--- src/design/dma_settings.svh ---
`ifndef DMA_SETTINGS_SVH
`define DMA_SETTINGS_SVH

// Flit and bus word widths
`define DMA_FLIT_WIDTH 34
`define DMA_WORD_WIDTH 32

// Input buffer entries, one full packet fits
`define DMA_BUF_DEPTH 16

// Header field positions
`define DMA_FLIT_TYPE_MSB   33
`define DMA_FLIT_TYPE_LSB   32
`define DMA_DEST_MSB        31
`define DMA_DEST_LSB        27
`define DMA_CLASS_MSB       26
`define DMA_CLASS_LSB       24
`define DMA_PACKET_ID_MSB   23
`define DMA_PACKET_ID_LSB   20
`define DMA_PACKET_TYPE_MSB 19
`define DMA_PACKET_TYPE_LSB 18
`define DMA_SOURCE_MSB      17
`define DMA_SOURCE_LSB      13
`define DMA_REQ_LAST        12

// Flit type codes
`define DMA_FLIT_PAYLOAD 2'b00
`define DMA_FLIT_HEADER  2'b01
`define DMA_FLIT_LAST    2'b10
`define DMA_FLIT_SINGLE  2'b11

// Packet class and packet type codes
`define DMA_CLASS_DMA          3'b010
`define DMA_PTYPE_L2R_REQ      2'b00
`define DMA_PTYPE_R2L_REQ      2'b01
`define DMA_PTYPE_L2R_RESP     2'b10

// AHB-Lite transfer types
`define DMA_HTRANS_IDLE   2'b00
`define DMA_HTRANS_NONSEQ 2'b10
`define DMA_HTRANS_SEQ    2'b11

`endif

--- src/design/dma_pkg.sv ---
`include "dma_settings.svh"

package dma_pkg;

  // Whole NoC flit, type bits on top
  typedef logic [`DMA_FLIT_WIDTH-1:0] flit_t;

  // Bus data word, also the payload part of a flit
  typedef logic [`DMA_WORD_WIDTH-1:0] word_t;

  // Byte address on the AHB side
  typedef logic [31:0] addr_t;

  // Tile number, same width as DEST and SOURCE
  typedef logic [`DMA_SOURCE_MSB-`DMA_SOURCE_LSB:0] tile_t;

  // Request tag, echoed back in the response
  typedef logic [`DMA_PACKET_ID_MSB-`DMA_PACKET_ID_LSB:0] packet_id_t;

  // Buffer index and occupancy (one extra bit for full)
  typedef logic [$clog2(`DMA_BUF_DEPTH)-1:0] buf_ptr_t;
  typedef logic [$clog2(`DMA_BUF_DEPTH):0]   count_t;

  // Request parser states
  typedef enum logic [2:0] {
    CTRL_IDLE,
    CTRL_GET_ADDR,
    CTRL_WRITE_DATA,
    CTRL_DRAIN,
    CTRL_SEND_RESP
  } ctrl_state_t;

  // AHB writer states
  typedef enum logic {
    WR_IDLE,
    WR_DATA_PHASE
  } writer_state_t;

endpackage

--- src/design/dma_ahb_writer.sv ---
`timescale 1ns/1ns
`include "dma_settings.svh"

module dma_ahb_writer
  import dma_pkg::*;
(
  input  logic        clk,
  input  logic        rst,
  input  logic        start,
  input  addr_t       start_addr,
  input  word_t       data,
  input  logic        valid,
  output logic        ready,
  output logic        done,
  output logic [1:0]  htrans,
  output addr_t       haddr,
  output word_t       hwdata,
  input  logic        hready
);

  writer_state_t state;
  addr_t         addr_q;
  logic          first_q;
  logic          accept;

  ////////////////////////////////////////////////////////////////////////////
  // Address phase
  ////////////////////////////////////////////////////////////////////////////

  // New beat allowed unless the previous data phase is stalled
  assign ready  = (state == WR_IDLE) || hready;
  assign accept = valid && ready;

  // Accepted word goes on the bus in the same cycle
  assign htrans = !accept ? `DMA_HTRANS_IDLE :
                  first_q ? `DMA_HTRANS_NONSEQ : `DMA_HTRANS_SEQ;
  assign haddr  = addr_q;

  // Data phase finishes when the slave is ready
  assign done = (state == WR_DATA_PHASE) && hready;

  ////////////////////////////////////////////////////////////////////////////
  // Running address and burst position
  ////////////////////////////////////////////////////////////////////////////

  always_ff @(posedge clk) begin
    if (rst) begin
      addr_q  <= '0;
      first_q <= 1'b0;
    end else if (start) begin
      addr_q  <= start_addr;
      first_q <= 1'b1;
    end else if (accept) begin
      // Word-sized beats
      addr_q  <= addr_q + addr_t'(4);
      first_q <= 1'b0;
    end
  end

  ////////////////////////////////////////////////////////////////////////////
  // Data phase
  ////////////////////////////////////////////////////////////////////////////

  // Write data follows its address by one cycle, held through wait states
  always_ff @(posedge clk) begin
    if (accept) begin
      hwdata <= data;
    end
  end

  always_ff @(posedge clk) begin
    if (rst) begin
      state <= WR_IDLE;
    end else begin
      case (state)
        WR_IDLE: begin
          if (accept) begin
            state <= WR_DATA_PHASE;
          end
        end
        WR_DATA_PHASE: begin
          // Back to back beats keep the pipeline full
          if (hready && !accept) begin
            state <= WR_IDLE;
          end
        end
        default: state <= WR_IDLE;
      endcase
    end
  end

endmodule

--- src/design/dma_l2r_ctrl.sv ---
`timescale 1ns/1ns
`include "dma_settings.svh"

module dma_l2r_ctrl
  import dma_pkg::*;
(
  input  logic  clk,
  input  logic  rst,
  input  flit_t buf_flit,
  input  logic  buf_valid,
  output logic  buf_ready,
  input  logic  buf_last,
  output logic  wr_start,
  output addr_t wr_addr,
  output word_t wr_data,
  output logic  wr_valid,
  input  logic  wr_ready,
  input  logic  wr_done,
  output flit_t noc_out_flit,
  output logic  noc_out_valid,
  input  logic  noc_out_ready
);

  ctrl_state_t state;
  ctrl_state_t state_next;
  tile_t       src_tile;
  packet_id_t  pkt_id;
  logic        req_last;
  logic        all_sent;
  logic [1:0]  pending;
  logic        handoff;
  logic [1:0]  ptype;

  // Header fields and payload slice of the current flit
  assign ptype   = buf_flit[`DMA_PACKET_TYPE_MSB:`DMA_PACKET_TYPE_LSB];
  assign wr_addr = buf_flit[`DMA_WORD_WIDTH-1:0];
  assign wr_data = buf_flit[`DMA_WORD_WIDTH-1:0];
  assign handoff = wr_valid && wr_ready;

  ////////////////////////////////////////////////////////////////////////////
  // Next state and handshakes
  ////////////////////////////////////////////////////////////////////////////

  always_comb begin
    state_next    = state;
    buf_ready     = 1'b0;
    wr_start      = 1'b0;
    wr_valid      = 1'b0;
    noc_out_valid = 1'b0;
    case (state)
      CTRL_IDLE: begin
        buf_ready = 1'b1;
        if (buf_valid) begin
          if (ptype == `DMA_PTYPE_L2R_REQ) begin
            state_next = CTRL_GET_ADDR;
          end else if (!buf_last) begin
            // Anything else is thrown away up to its last flit
            state_next = CTRL_DRAIN;
          end
        end
      end
      CTRL_GET_ADDR: begin
        buf_ready = 1'b1;
        if (buf_valid) begin
          wr_start = 1'b1;
          // No payload at all, nothing to wait for
          if (buf_last) begin
            state_next = req_last ? CTRL_SEND_RESP : CTRL_IDLE;
          end else begin
            state_next = CTRL_WRITE_DATA;
          end
        end
      end
      CTRL_WRITE_DATA: begin
        // Stop feeding once the closing flit is handed over
        wr_valid  = buf_valid && !all_sent;
        buf_ready = wr_ready && !all_sent;
        if (all_sent && wr_done && (pending == 2'd1)) begin
          state_next = req_last ? CTRL_SEND_RESP : CTRL_IDLE;
        end
      end
      CTRL_DRAIN: begin
        buf_ready = 1'b1;
        if (buf_valid && buf_last) begin
          state_next = CTRL_IDLE;
        end
      end
      CTRL_SEND_RESP: begin
        noc_out_valid = 1'b1;
        if (noc_out_ready) begin
          state_next = CTRL_IDLE;
        end
      end
      default: state_next = CTRL_IDLE;
    endcase
  end

  ////////////////////////////////////////////////////////////////////////////
  // Response flit
  ////////////////////////////////////////////////////////////////////////////

  // Built from registered header fields, so it holds while waiting
  always_comb begin
    noc_out_flit = '0;
    noc_out_flit[`DMA_FLIT_TYPE_MSB:`DMA_FLIT_TYPE_LSB]     = `DMA_FLIT_SINGLE;
    noc_out_flit[`DMA_DEST_MSB:`DMA_DEST_LSB]               = src_tile;
    noc_out_flit[`DMA_CLASS_MSB:`DMA_CLASS_LSB]             = `DMA_CLASS_DMA;
    noc_out_flit[`DMA_PACKET_ID_MSB:`DMA_PACKET_ID_LSB]     = pkt_id;
    noc_out_flit[`DMA_PACKET_TYPE_MSB:`DMA_PACKET_TYPE_LSB] = `DMA_PTYPE_L2R_RESP;
  end

  ////////////////////////////////////////////////////////////////////////////
  // Registers
  ////////////////////////////////////////////////////////////////////////////

  // Header capture, taken when the header is popped
  always_ff @(posedge clk) begin
    if ((state == CTRL_IDLE) && buf_valid) begin
      src_tile <= buf_flit[`DMA_SOURCE_MSB:`DMA_SOURCE_LSB];
      pkt_id   <= buf_flit[`DMA_PACKET_ID_MSB:`DMA_PACKET_ID_LSB];
    end
  end

  always_ff @(posedge clk) begin
    if (rst) begin
      state    <= CTRL_IDLE;
      req_last <= 1'b0;
      all_sent <= 1'b0;
      pending  <= '0;
    end else begin
      state <= state_next;
      if ((state == CTRL_IDLE) && buf_valid) begin
        req_last <= buf_flit[`DMA_REQ_LAST];
      end

      // Words handed to the writer but not yet written
      pending <= pending + {1'b0, handoff} - {1'b0, wr_done};

      if (state != CTRL_WRITE_DATA) begin
        all_sent <= 1'b0;
      end else if (handoff && buf_last) begin
        all_sent <= 1'b1;
      end
    end
  end

endmodule

--- src/design/dma_packet_buffer.sv ---
`timescale 1ns/1ns
`include "dma_settings.svh"

module dma_packet_buffer
  import dma_pkg::*;
(
  input  logic  clk,
  input  logic  rst,
  input  flit_t in_flit,
  input  logic  in_valid,
  output logic  in_ready,
  output flit_t out_flit,
  output logic  out_valid,
  input  logic  out_ready,
  output logic  out_last
);

  ////////////////////////////////////////////////////////////////////////////
  // Storage and pointers
  ////////////////////////////////////////////////////////////////////////////

  flit_t    mem [`DMA_BUF_DEPTH];
  buf_ptr_t wr_ptr;
  buf_ptr_t rd_ptr;
  count_t   fill;
  count_t   pkt_count;
  logic     push;
  logic     pop;
  logic     in_last;

  // Last or single flit closes a packet
  function automatic logic is_last(input flit_t flit);
    logic [1:0] ftype;
    ftype = flit[`DMA_FLIT_TYPE_MSB:`DMA_FLIT_TYPE_LSB];
    return (ftype == `DMA_FLIT_LAST) || (ftype == `DMA_FLIT_SINGLE);
  endfunction

  // Backpressure only when every entry is taken
  assign in_ready = (fill != count_t'(`DMA_BUF_DEPTH));
  assign push     = in_valid && in_ready;

  // Present only whole packets downstream
  assign out_valid = (pkt_count != '0);
  assign pop       = out_valid && out_ready;
  assign out_flit  = mem[rd_ptr];
  assign out_last  = is_last(out_flit);
  assign in_last   = is_last(in_flit);

  ////////////////////////////////////////////////////////////////////////////
  // Flit memory
  ////////////////////////////////////////////////////////////////////////////

  always_ff @(posedge clk) begin
    if (push) begin
      mem[wr_ptr] <= in_flit;
    end
  end

  ////////////////////////////////////////////////////////////////////////////
  // Pointers, fill level and packet count
  ////////////////////////////////////////////////////////////////////////////

  always_ff @(posedge clk) begin
    if (rst) begin
      wr_ptr    <= '0;
      rd_ptr    <= '0;
      fill      <= '0;
      pkt_count <= '0;
    end else begin
      // Pointers wrap at the buffer depth
      if (push) begin
        wr_ptr <= wr_ptr + 1'b1;
      end
      if (pop) begin
        rd_ptr <= rd_ptr + 1'b1;
      end

      if (push && !pop) begin
        fill <= fill + 1'b1;
      end else if (pop && !push) begin
        fill <= fill - 1'b1;
      end

      // Complete packets stored, closing flit in vs closing flit out
      if ((push && in_last) && !(pop && out_last)) begin
        pkt_count <= pkt_count + 1'b1;
      end else if ((pop && out_last) && !(push && in_last)) begin
        pkt_count <= pkt_count - 1'b1;
      end
    end
  end

endmodule

--- src/design/dma_target.sv ---
`timescale 1ns/1ns

module dma_target
  import dma_pkg::*;
(
  input  logic       clk,
  input  logic       rst,
  input  flit_t      noc_in_flit,
  input  logic       noc_in_valid,
  output logic       noc_in_ready,
  output flit_t      noc_out_flit,
  output logic       noc_out_valid,
  input  logic       noc_out_ready,
  output logic [1:0] htrans,
  output addr_t      haddr,
  output word_t      hwdata,
  input  logic       hready
);

  // Buffer to controller
  flit_t buf_flit;
  logic  buf_valid;
  logic  buf_ready;
  logic  buf_last;

  // Controller to writer
  addr_t wr_addr;
  logic  wr_start;
  word_t wr_data;
  logic  wr_valid;
  logic  wr_ready;
  logic  wr_done;

  ////////////////////////////////////////////////////////////////////////////
  // Whole packets only reach the controller
  ////////////////////////////////////////////////////////////////////////////

  dma_packet_buffer u_packet_buffer (
    .clk       (clk),
    .rst       (rst),
    .in_flit   (noc_in_flit),
    .in_valid  (noc_in_valid),
    .in_ready  (noc_in_ready),
    .out_flit  (buf_flit),
    .out_valid (buf_valid),
    .out_ready (buf_ready),
    .out_last  (buf_last)
  );

  dma_l2r_ctrl u_l2r_ctrl (
    .clk           (clk),
    .rst           (rst),
    .buf_flit      (buf_flit),
    .buf_valid     (buf_valid),
    .buf_ready     (buf_ready),
    .buf_last      (buf_last),
    .wr_start      (wr_start),
    .wr_addr       (wr_addr),
    .wr_data       (wr_data),
    .wr_valid      (wr_valid),
    .wr_ready      (wr_ready),
    .wr_done       (wr_done),
    .noc_out_flit  (noc_out_flit),
    .noc_out_valid (noc_out_valid),
    .noc_out_ready (noc_out_ready)
  );

  // Write-only AHB master
  dma_ahb_writer u_ahb_writer (
    .clk        (clk),
    .rst        (rst),
    .start      (wr_start),
    .start_addr (wr_addr),
    .data       (wr_data),
    .valid      (wr_valid),
    .ready      (wr_ready),
    .done       (wr_done),
    .htrans     (htrans),
    .haddr      (haddr),
    .hwdata     (hwdata),
    .hready     (hready)
  );

endmodule

--- config.mk ---
export PLATFORM = sky130hd
export DESIGN_NAME = dma_target
export DESIGN_NICKNAME = d
export VERILOG_FILES = /design/src/design/dma_pkg.sv /design/src/design/dma_ahb_writer.sv /design/src/design/dma_l2r_ctrl.sv /design/src/design/dma_packet_buffer.sv /design/src/design/dma_target.sv
export VERILOG_INCLUDE_DIRS = /design/src /design/src/design
export SDC_FILE = /design/constraint.sdc
export NUM_CORES = 1
export LEC_CHECK = 0
export ABC_AREA = 1
export BUFFER_PORTS_ARGS = -buffer_cell sky130_fd_sc_hd__buf_4
export CAP_MARGIN = 5
export CORE_MARGIN = 8
export CORE_UTILIZATION = 55
export CTS_CLUSTER_SIZE = 28
export DETAILED_ROUTE_END_ITERATION = 7
export PLACE_DENSITY_LB_ADDON = 0.15
export SYNTH_ARGS = -nofsm -noshare
export SYNTH_HDL_FRONTEND = slang
export SYNTH_SLANG_ARGS = --single-unit
--- constraint.sdc ---
create_clock -name clk -period 3.3 [get_ports clk]
set_input_delay 0.165 -clock clk [delete_from_list [all_inputs] [get_ports clk]]
set_output_delay 0.165 -clock clk [all_outputs]
set_load 0.1 [all_outputs]
==> flow_summary.toml, run 1 <==
[sta]
timing.hold.ws_ps = 231.2
rsz0062_at_grt = "false"
relSlewSlack_pct = 32.62
tns_ps = 0
clock.fmax_mhz = 335.6
timing.final.crit_share_pct = 90.30
finalSetupViolations = 0
clock-skew-final_ps = 20.87
setup_slack_ps = 320.0
period_needed_ps = 2980
finalMaxSlewViolations = 0
finalHoldViolations = 0
tightest_slew_ps = 1010

[drt]
wl_um = 64100
ant_nets = 0
vias = 17067
dr.pass1.iters = 5
drc = 0
vias_per_cell = 5.873
drt_iter0_drc = 1984
post_drt_wl_per_cell_um = 22.06

[power]
p_total_uw = 25340
power_frac_seq_pct = 39.0
power_density_nw_per_um2 = 859.9
leakagePower_uw = 0.01041
netSwitchingFraction_pct = 39.23
p_int_uw = 15400
combPwrFrac_pct = 34.9
p_clk_share_pct = 26.1
peakVddDrop_mv = 0.8675
p_switching_uw = 9941

[cts]
htreeDepth = 2
root_buffer = "clkbuf_16"
clk_latency_ps = 630
cts_hold_buf = 37
cts_sinks = 632
clock_path_buffers = 3
cts_resized = 0
cts_buffers = 61
cts_setup_buffers = 0
tritoncts = "yes"
clkTransAtPathRegs_ps = 60

[synth]
postSynthAreaPerCell_um2 = 12.17
netlist_top_cells_count = "edfxtp_1, nor2_1, o21ai_0"
ys_types = 40
synth_top_cell_area_share_pct = 66.26
synth_top_cell_by_area = "edfxtp_1"
synth_seq_cells = 632
post-synth-top-count-cell = "edfxtp_1"
async_flop_share_pct = 0
synth_area_leaders = "edfxtp_1, o21ai_0, dfxtp_1, nor2_1, nand2_1"
yosysWarningCount = 0
yosysSeqAreaShare_pct = 71.15
synth_area_um2 = 25790
syn_inst = 2119
synth_edf_count = 569
synth_top_flop_cell = "edfxtp_1"

[floorplanning]
dieArea_um2 = 54070
dieWidth_um = 232.5
io_pins = 141
die_h_um = 232.5
rows = 79
core_area_um2 = 46460
start_util_pct = 55.50

[worst_setup_path]
worstSetupStartpoint = "u_packet_buffer.pkt_count[0]"
worstPathRequired_ps = 3800
cp-end-kind = "flip-flop"
worst-r2r-cell-count = 17
setup.worst_path.start_class = "flip-flop"
rr_endpoint = "u_packet_buffer.pkt_count[4]"
crit_arrival_ps = 3480
r2r_slack_ps = 320
path_max_fanout = 6
critical_path_class = "reg2reg"
reg2reg_from = "u_packet_buffer.pkt_count[0]"

[layout]
final_net_count = 2305
syn2layout_area_growth_pct = 14.29
drive_gt1_share_pct = 12.06
fillers = 3527

[placement]
pre_cts_slack_ps = 341.9
routabilityCongestion = 0.8737
hpwl_um = 34340
numPortBuffers = 114

[grt]
track_usage_pct = 23.37
grt_max_degree = 216
first_global_vias = 16641
grt_pass1_wl_um = 97350
antenna_found_initial = 2
overflow = 0

[hold_path]
hold_path_class = "in2reg"
hold_end = "u_l2r_ctrl.state[0]"
hp-start = "noc_out_ready"
hold_depth = 9

[status]
run_status = "finished, final reports clean"

[flow_run]
max-cap-violations = 0
routing by layer:
layer	wire [um]	vias up	global-route usage (%)
met3	5529	123	4.007
met4	1676	0	7.781
li1	-	7846	-
met1	26760	8357	32.35
met2	30140	741	37.45
met5	0	-	0
flip-flops by register name, indices dropped and copies added, names as in the netlist, named ones only:
register and flops:
u_packet_buffer.mem 528, u_ahb_writer.haddr 32, u_ahb_writer.hwdata 32, u_l2r_ctrl.src_tile 5, u_packet_buffer.fill 5, u_packet_buffer.pkt_count 5, u_l2r_ctrl.pkt_id 4, u_packet_buffer.rd_ptr 4
u_packet_buffer.wr_ptr 4, u_l2r_ctrl.state 3, u_l2r_ctrl.pending 2, u_ahb_writer.first_q 1, u_ahb_writer.state 1, u_l2r_ctrl.all_sent 1, u_l2r_ctrl.req_last 1
critical path, cell delays in order (launching register included):
cell and delay [ps]:
dfxtp_1 360, nor3_1 230, nand3_1 210, nand2_1 130, inv_1 50, nand2_1 170, inv_1 130, nand2_1 90
ha_1 180, inv_1 110, fa_1 460, a21o_1 180, a21oi_1 160, nor2_1 60, nor2_1 100, nand2_1 70
o21ai_0 140, a21oi_1 50
placed cells by master, fill, tap and decap left out, drive strengths merged:
master / instances
o21ai: 273
clkinv: 25
bufinv: 4
a31oi: 9
diode: 2
xnor2: 9
conb: 25
dfxtp: 63
edfxtp: 569
nor2: 328
o211a: 1
dlygate4sd3: 37
xor2: 13
mux2i: 1
a21oi: 35
nor3: 16
o211ai: 34
o22ai: 25
o221ai: 87
clkinvlp: 4
nand3: 101
or2: 2
o21a: 1
nand2: 253
a211oi: 2
and3: 1
buf: 154
ha: 16
clkbuf: 80
nand4: 9
a21o: 2
fa: 2
inv: 116
stage by stage:
step	utilization, %	instances	instance area, um^2
3_5_place_dp	58.54	2755	27200
3_3_place_gp	58.54	2755	27200
6_report	63.44	2906	29470
2_1_floorplan	-	2142	25880
4_1_cts	63.43	2904	29470
5_1_grt	63.43	2905	29470
power by group through the flow:
stage	Clock (uW)	Sequential (uW)	Combinational, uW
2_1_floorplan	0	11900	4540
3_3_place_gp	0	10000	8570
3_5_place_dp	0	10000	8730
4_1_cts	6730	9880	8810
5_1_grt	7040	9950	9550
6_report	6620	9890	8830
cell families after synthesis:
logic type               Yosys count  synth area share, %
AO/OA/AOI/OAI                    469                10.98
AND/OR/NAND/NOR                  710                11.20
flip-flops                       632                71.15
other                              2              0.02912
multiplexers                       1              0.03882
buffers and inverters            265                4.920
XOR/XNOR                          22               0.7473
adder cells (fa/ha/maj)           18               0.9316
how the worst max path moves through the flow:
stage	end	depth (start not counted)	slack, ps
after floorplan	u_packet_buffer.mem[0][0]	6	-210
after global placement	u_packet_buffer.pkt_count[4]	17	350
after detailed placement	u_packet_buffer.pkt_count[4]	17	340
after CTS	u_packet_buffer.pkt_count[4]	17	350
after global routing	u_packet_buffer.pkt_count[4]	17	5
final	u_packet_buffer.pkt_count[4]	17	320
cell type report:
type	count	area [um^2]	area share [%]
diodes	2	5.005	0.01698
well taps	607	759.5	2.577
clock buffers	80	1629	5.528
flip-flops and latches	632	18360	62.30
multi-input cells	1245	6376	21.64
repair buffers	191	1627	5.519
clock inverters	32	269.0	0.9128
inverters	117	445.4	1.511
Note: power is estimated with default switching activity, not from simulation.
==> inputs of run 2 (changes only) <==
Settings changed: ABC_AREA 1 to default.
==> flow_summary.toml, run 2 <==
[synth]
synth_edf_count = 569
synth_area_leaders = "edfxtp_1, mux4_2, dfxtp_1, nor2_1, ha_1"
async_flop_share_pct = 0
postSynthAreaPerCell_um2 = 20.08
yosysSeqAreaShare_pct = 74.41
synth_area_um2 = 24660
yosysWarningCount = 0
synth_top_flop_cell = "edfxtp_1"
netlist_top_cells_count = "edfxtp_1, mux4_2, nor2_1"
synth_top_cell_by_area = "edfxtp_1"
ys_types = 56
synth_seq_cells = 632
post-synth-top-count-cell = "edfxtp_1"
synth_top_cell_area_share_pct = 69.29
syn_inst = 1228

[sta]
tightest_slew_ps = 892.8
rsz0062_at_grt = "false"
finalSetupViolations = 0
clock.fmax_mhz = 321.0
period_needed_ps = 3115
finalHoldViolations = 0
clock-skew-final_ps = 19.92
finalMaxSlewViolations = 0
relSlewSlack_pct = 40.02
timing.hold.ws_ps = 80.09
timing.final.crit_share_pct = 94.39

[worst_setup_path]
worstPathRequired_ps = 3770
r2r_slack_ps = 190
critical_path_class = "reg2reg"
crit_arrival_ps = 3590
reg2reg_from = "u_packet_buffer.pkt_count[1]"
cp-end-kind = "flip-flop"
worst-r2r-cell-count = 13
path_max_fanout = 6
rr_endpoint = "u_packet_buffer.fill[4]"
setup.worst_path.start_class = "flip-flop"

[layout]
regMostFlops = "u_packet_buffer.mem"
drive_gt1_share_pct = 31.18
diodes = 0
largest_reg_flops = 528
syn2layout_area_growth_pct = 16.76
final_util_pct = 65.11
final_net_count = 1479
final_cell_mix = "edfxtp_1, mux4_2, buf_4"
layout_commonest_cell = "edfxtp_1"

[floorplanning]
dieArea_um2 = 51870
start_util_pct = 55.76
die_h_um = 227.7
io_pins = 141
dieWidth_um = 227.7
core_area_um2 = 44220
rows = 77

[drt]
ant_nets = 0
drt_iter0_drc = 1379
vias_per_cell = 5.971
wl_um = 53930
dr.pass1.iters = 5
drc = 0
post_drt_wl_per_cell_um = 26.17
vias = 12306

[hold_path]
hold_depth = 2
hold_path_class = "in2reg"
hold_end = "u_ahb_writer.first_q"
hp-start = "rst"

[power]
peakVddDrop_mv = 0.7280
p_total_uw = 23880
leakagePower_uw = 0.009327
power_density_nw_per_um2 = 829.5

[cts]
root_buffer = "clkbuf_16"
cts_buffers = 60
clk_latency_ps = 620
tritoncts = "yes"
htreeDepth = 2
clkTransAtPathRegs_ps = 60
cts_sinks = 632
clock_path_buffers = 3

[flow_run]
max-cap-violations = 0

[grt]
grt_max_degree = 94
track_usage_pct = 20.62
antenna_found_initial = 0
grt_pass1_wl_um = 80760
first_global_vias = 12520
overflow = 0

[placement]
hpwl_um = 32260
numPortBuffers = 114
routabilityCongestion = 0.8027

[status]
run_status = "finished, final reports clean"
[run 2: cell count changes after synthesis, sizes merged, moves of 32 or more]
cell    before  now
o221ai      87    1
nand2      253   42
buf        101   56
mux4         0  162
nor2       328   75
o21ai      273    5
nand3      101   16
o211ai      34    2
inv        117   12
[run 2: worst max-delay path, stage by stage (launching register included)]
cell and delay [ps]:
dfxtp_1 350, or4_4 590, o21bai_4 130, nor2_1 120, inv_1 100, ha_1 230, inv_1 100, ha_1 330
nor2b_1 150, o21a_1 180, or3_1 300, a21oi_1 190, xnor2_1 140, nor2_1 50
[run 2: how the worst max path moves through the flow]
| stage | start | end | slack [ps] |
|---|---|---|---|
| 6_report | u_packet_buffer.pkt_count[1] | u_packet_buffer.fill[4] | 190 |
| 5_1_grt | u_packet_buffer.pkt_count[1] | u_packet_buffer.fill[4] | 1 |
| 3_3_place_gp | flip-flop | u_packet_buffer.pkt_count[4] | 150 |
| 4_1_cts | u_packet_buffer.pkt_count[1] | htrans[1] | 110 |
| 3_5_place_dp | u_packet_buffer.pkt_count[1] | u_packet_buffer.fill[4] | 140 |
| 2_1_floorplan | u_packet_buffer.fill[0] | u_packet_buffer.mem[15][0] | -40 |
[run 2: stage by stage]
stage,area (um^2),setup slack (ps),TNS [ps],std cells
2_1_floorplan,24770,-39.85,-4858,1251
3_3_place_gp,26430,148.0,0,1916
3_5_place_dp,26430,138.1,0,1916
4_1_cts,28770,105.9,0,2059
5_1_grt,28790,0.9996,0,2061
6_report,28790,185.1,0,2061
[run 2: layer usage]
layer,GRT usage (%),up-vias,part of all wire [%]
met1,29.15,6451,42
met4,4.924,0,1.9
met5,0,-,0
li1,-,5313,-
met3,3.785,82,7.1
met2,33.31,460,49
[run 2: cells by family after synthesis]
logic type / after synthesis / synth area share (%)
simple gates: 201 / 3.983
compound gates: 76 / 2.162
buf+inv: 98 / 2.207
mux: 169 / 15.10
fa+ha+maj: 18 / 0.9742
other cells: 2 / 0.03046
flops: 632 / 74.41
xor+xnor: 32 / 1.137
[run 2: layout make-up]
cell class	instances	area [um^2]
clock buffers	68	1574
repair buffers	195	1649
multi-input cells	521	5997
fillers	2953	15430
clock inverters	41	425.4
well taps	592	740.7
inverters	12	47.55
flip-flops and latches	632	18360
[run 2: where the power goes]
part	leakage [uW]	internal, uW	switching, uW
combinational	0.00270	2590	4610
clock	0.000967	4040	2890
sequential	0.00566	9390	371
total	0.00933	16000	7870
[run 2: what timing repair did]
item,4_1_cts,5_1_grt
resized for setup,1,2
setup endpoints to repair,1,2
hold buffers,34,0
hold endpoints to repair,529,0
setup buffers,0,2
cloned,0,0
pin swaps,0,0
==> inputs of run 3 (changes only) <==
Settings changed: CAP_MARGIN 5 to default, CELL_PAD_IN_SITES_DETAIL_PLACEMENT from default to 1, CELL_PAD_IN_SITES_GLOBAL_PLACEMENT from default to 2, CORE_UTILIZATION 55 to 45.
==> flow_summary.toml, run 3 (synthesis results as in run 2) <==
[status]
run_status = "finished, final reports clean"

[sta]
clock.fmax_mhz = 321.4
finalMaxSlewViolations = 0
tightest_slew_ps = 787.0
finalSetupViolations = 0
timing.final.crit_share_pct = 94.29
relSlewSlack_pct = 47.53
period_needed_ps = 3112
setup_slack_ps = 188.5
rsz0062_at_grt = "false"
finalHoldViolations = 0
clock-skew-final_ps = 23.04

[cts]
cts_sinks = 632
root_buffer = "clkbuf_16"
clkTransAtPathRegs_ps = 60
tritoncts = "yes"
clock_path_buffers = 3
clk_latency_ps = 590
cts_buffers = 68
htreeDepth = 3

[placement]
routabilityCongestion = 0.7282
pre_cts_slack_ps = 63.83
place_area_um2 = 26690
hpwl_um = 35990
numPortBuffers = 114

[grt]
track_usage_pct = 19.00
grt_util_met3_pct = 3.711
grt_max_degree = 83
busiest_layer = "met2"
grt_pass1_wl_um = 88450
overflow = 0
first_global_vias = 13248
grt_use_met2_pct = 32.23
grtUsageMet1_pct = 24.80
antenna_found_initial = 3

[worst_setup_path]
critical_path_class = "reg2reg"
path_max_fanout = 5
crit_arrival_ps = 3610
cp-end-kind = "flip-flop"
setup.worst_path.start_class = "flip-flop"
worstPathRequired_ps = 3790

[drt]
drc = 0
dr.pass1.iters = 5
vias_per_cell = 5.651
ant_nets = 0
post_drt_wl_per_cell_um = 27.16
drt_iter0_drc = 892
vias = 12376
wl_um = 59480

[layout]
layout_commonest_cell = "edfxtp_1"
syn2layout_area_growth_pct = 18.10
final_net_count = 1493
drive_gt1_share_pct = 30.95
final_area_um2 = 29120
regMostFlops = "u_packet_buffer.mem"
largest_reg_flops = 528
final_cell_mix = "edfxtp_1, mux4_2, buf_4"

[floorplanning]
die_h_um = 250.1
io_pins = 141
dieArea_um2 = 62540
dieWidth_um = 250.1
rows = 86
start_util_pct = 45.11
core_area_um2 = 54660

[power]
power_density_nw_per_um2 = 831.1
leakagePower_uw = 0.009401
peakVddDrop_mv = 0.6045

[flow_run]
max-cap-violations = 0

[hold_path]
hold_path_class = "in2reg"
[run 3: cell type report]
cell class	count	area, um^2
fillers	4866	25540
flip-flops and latches	632	18360
multi-input cells	521	6006
clock buffers	92	1833
repair buffers	201	1782
well taps	704	880.8
clock inverters	25	209.0
inverters	12	47.55
diodes	3	7.507
[run 3: per-layer routing]
| metal | wire length, um | vias up |
|---|---|---|
| li1 | - | 5360 |
| met1 | 25230 | 6589 |
| met2 | 29960 | 344 |
| met3 | 3066 | 81 |
| met4 | 1206 | 2 |
| met5 | 12 | - |
[run 3: path summary, 6_finish.rpt]
path	slack, ps	from	endpoint	cells after the start
worst max register to register	190	flip-flop	u_packet_buffer.pkt_count[4]	13
worst min register to register	470	u_ahb_writer.haddr[0]	u_ahb_writer.haddr[0]	2
worst max-delay path	190	flip-flop	u_packet_buffer.pkt_count[4]	13
worst min-delay path	140	rst	u_ahb_writer.first_q	2
[run 3: per-stage QoR]
| stage | cells | util, % | hold slack, ps | setup TNS (ps) | power (uW) |
|---|---|---|---|---|---|
| 4_1_cts | 2183 | 53.19 | 133.4 | 0 | 24460 |
| 3_3_place_gp | 2032 | 48.82 | 457.1 | 0 | 17210 |
| 2_1_floorplan | 1251 | - | 263.9 | -4858 | 15380 |
| 6_report | 2190 | 53.28 | 140.6 | 0 | 24210 |
| 5_1_grt | 2189 | 53.27 | 156.7 | 0 | 25170 |
| 3_5_place_dp | 2032 | 48.82 | 464.8 | 0 | 17290 |
[run 3: what timing repair did]
item,in CTS,in global routing
cloned,0,0
pin swaps,0,1
hold buffers,34,0
resized for setup,1,4
buffers inserted,0,4
hold endpoints to repair,529,0
setup endpoints to repair,1,2
[run 3: worst max-delay path, stage by stage, from the launching register on]
cell and delay, ps:
dfxtp_4 390, buf_4 130, mux4_2 490, nand3_1 90, and3_1 220, nand2b_1 130, ha_1 180, inv_1 120
fa_2 410, a21o_1 170, a21oi_1 170, xnor2_1 100, or3_1 310, a21oi_1 140
[run 3: where the power goes]
group	switching [uW]	internal, uW
logic	4730	2630
clock network	2980	4120
registers	353	9390
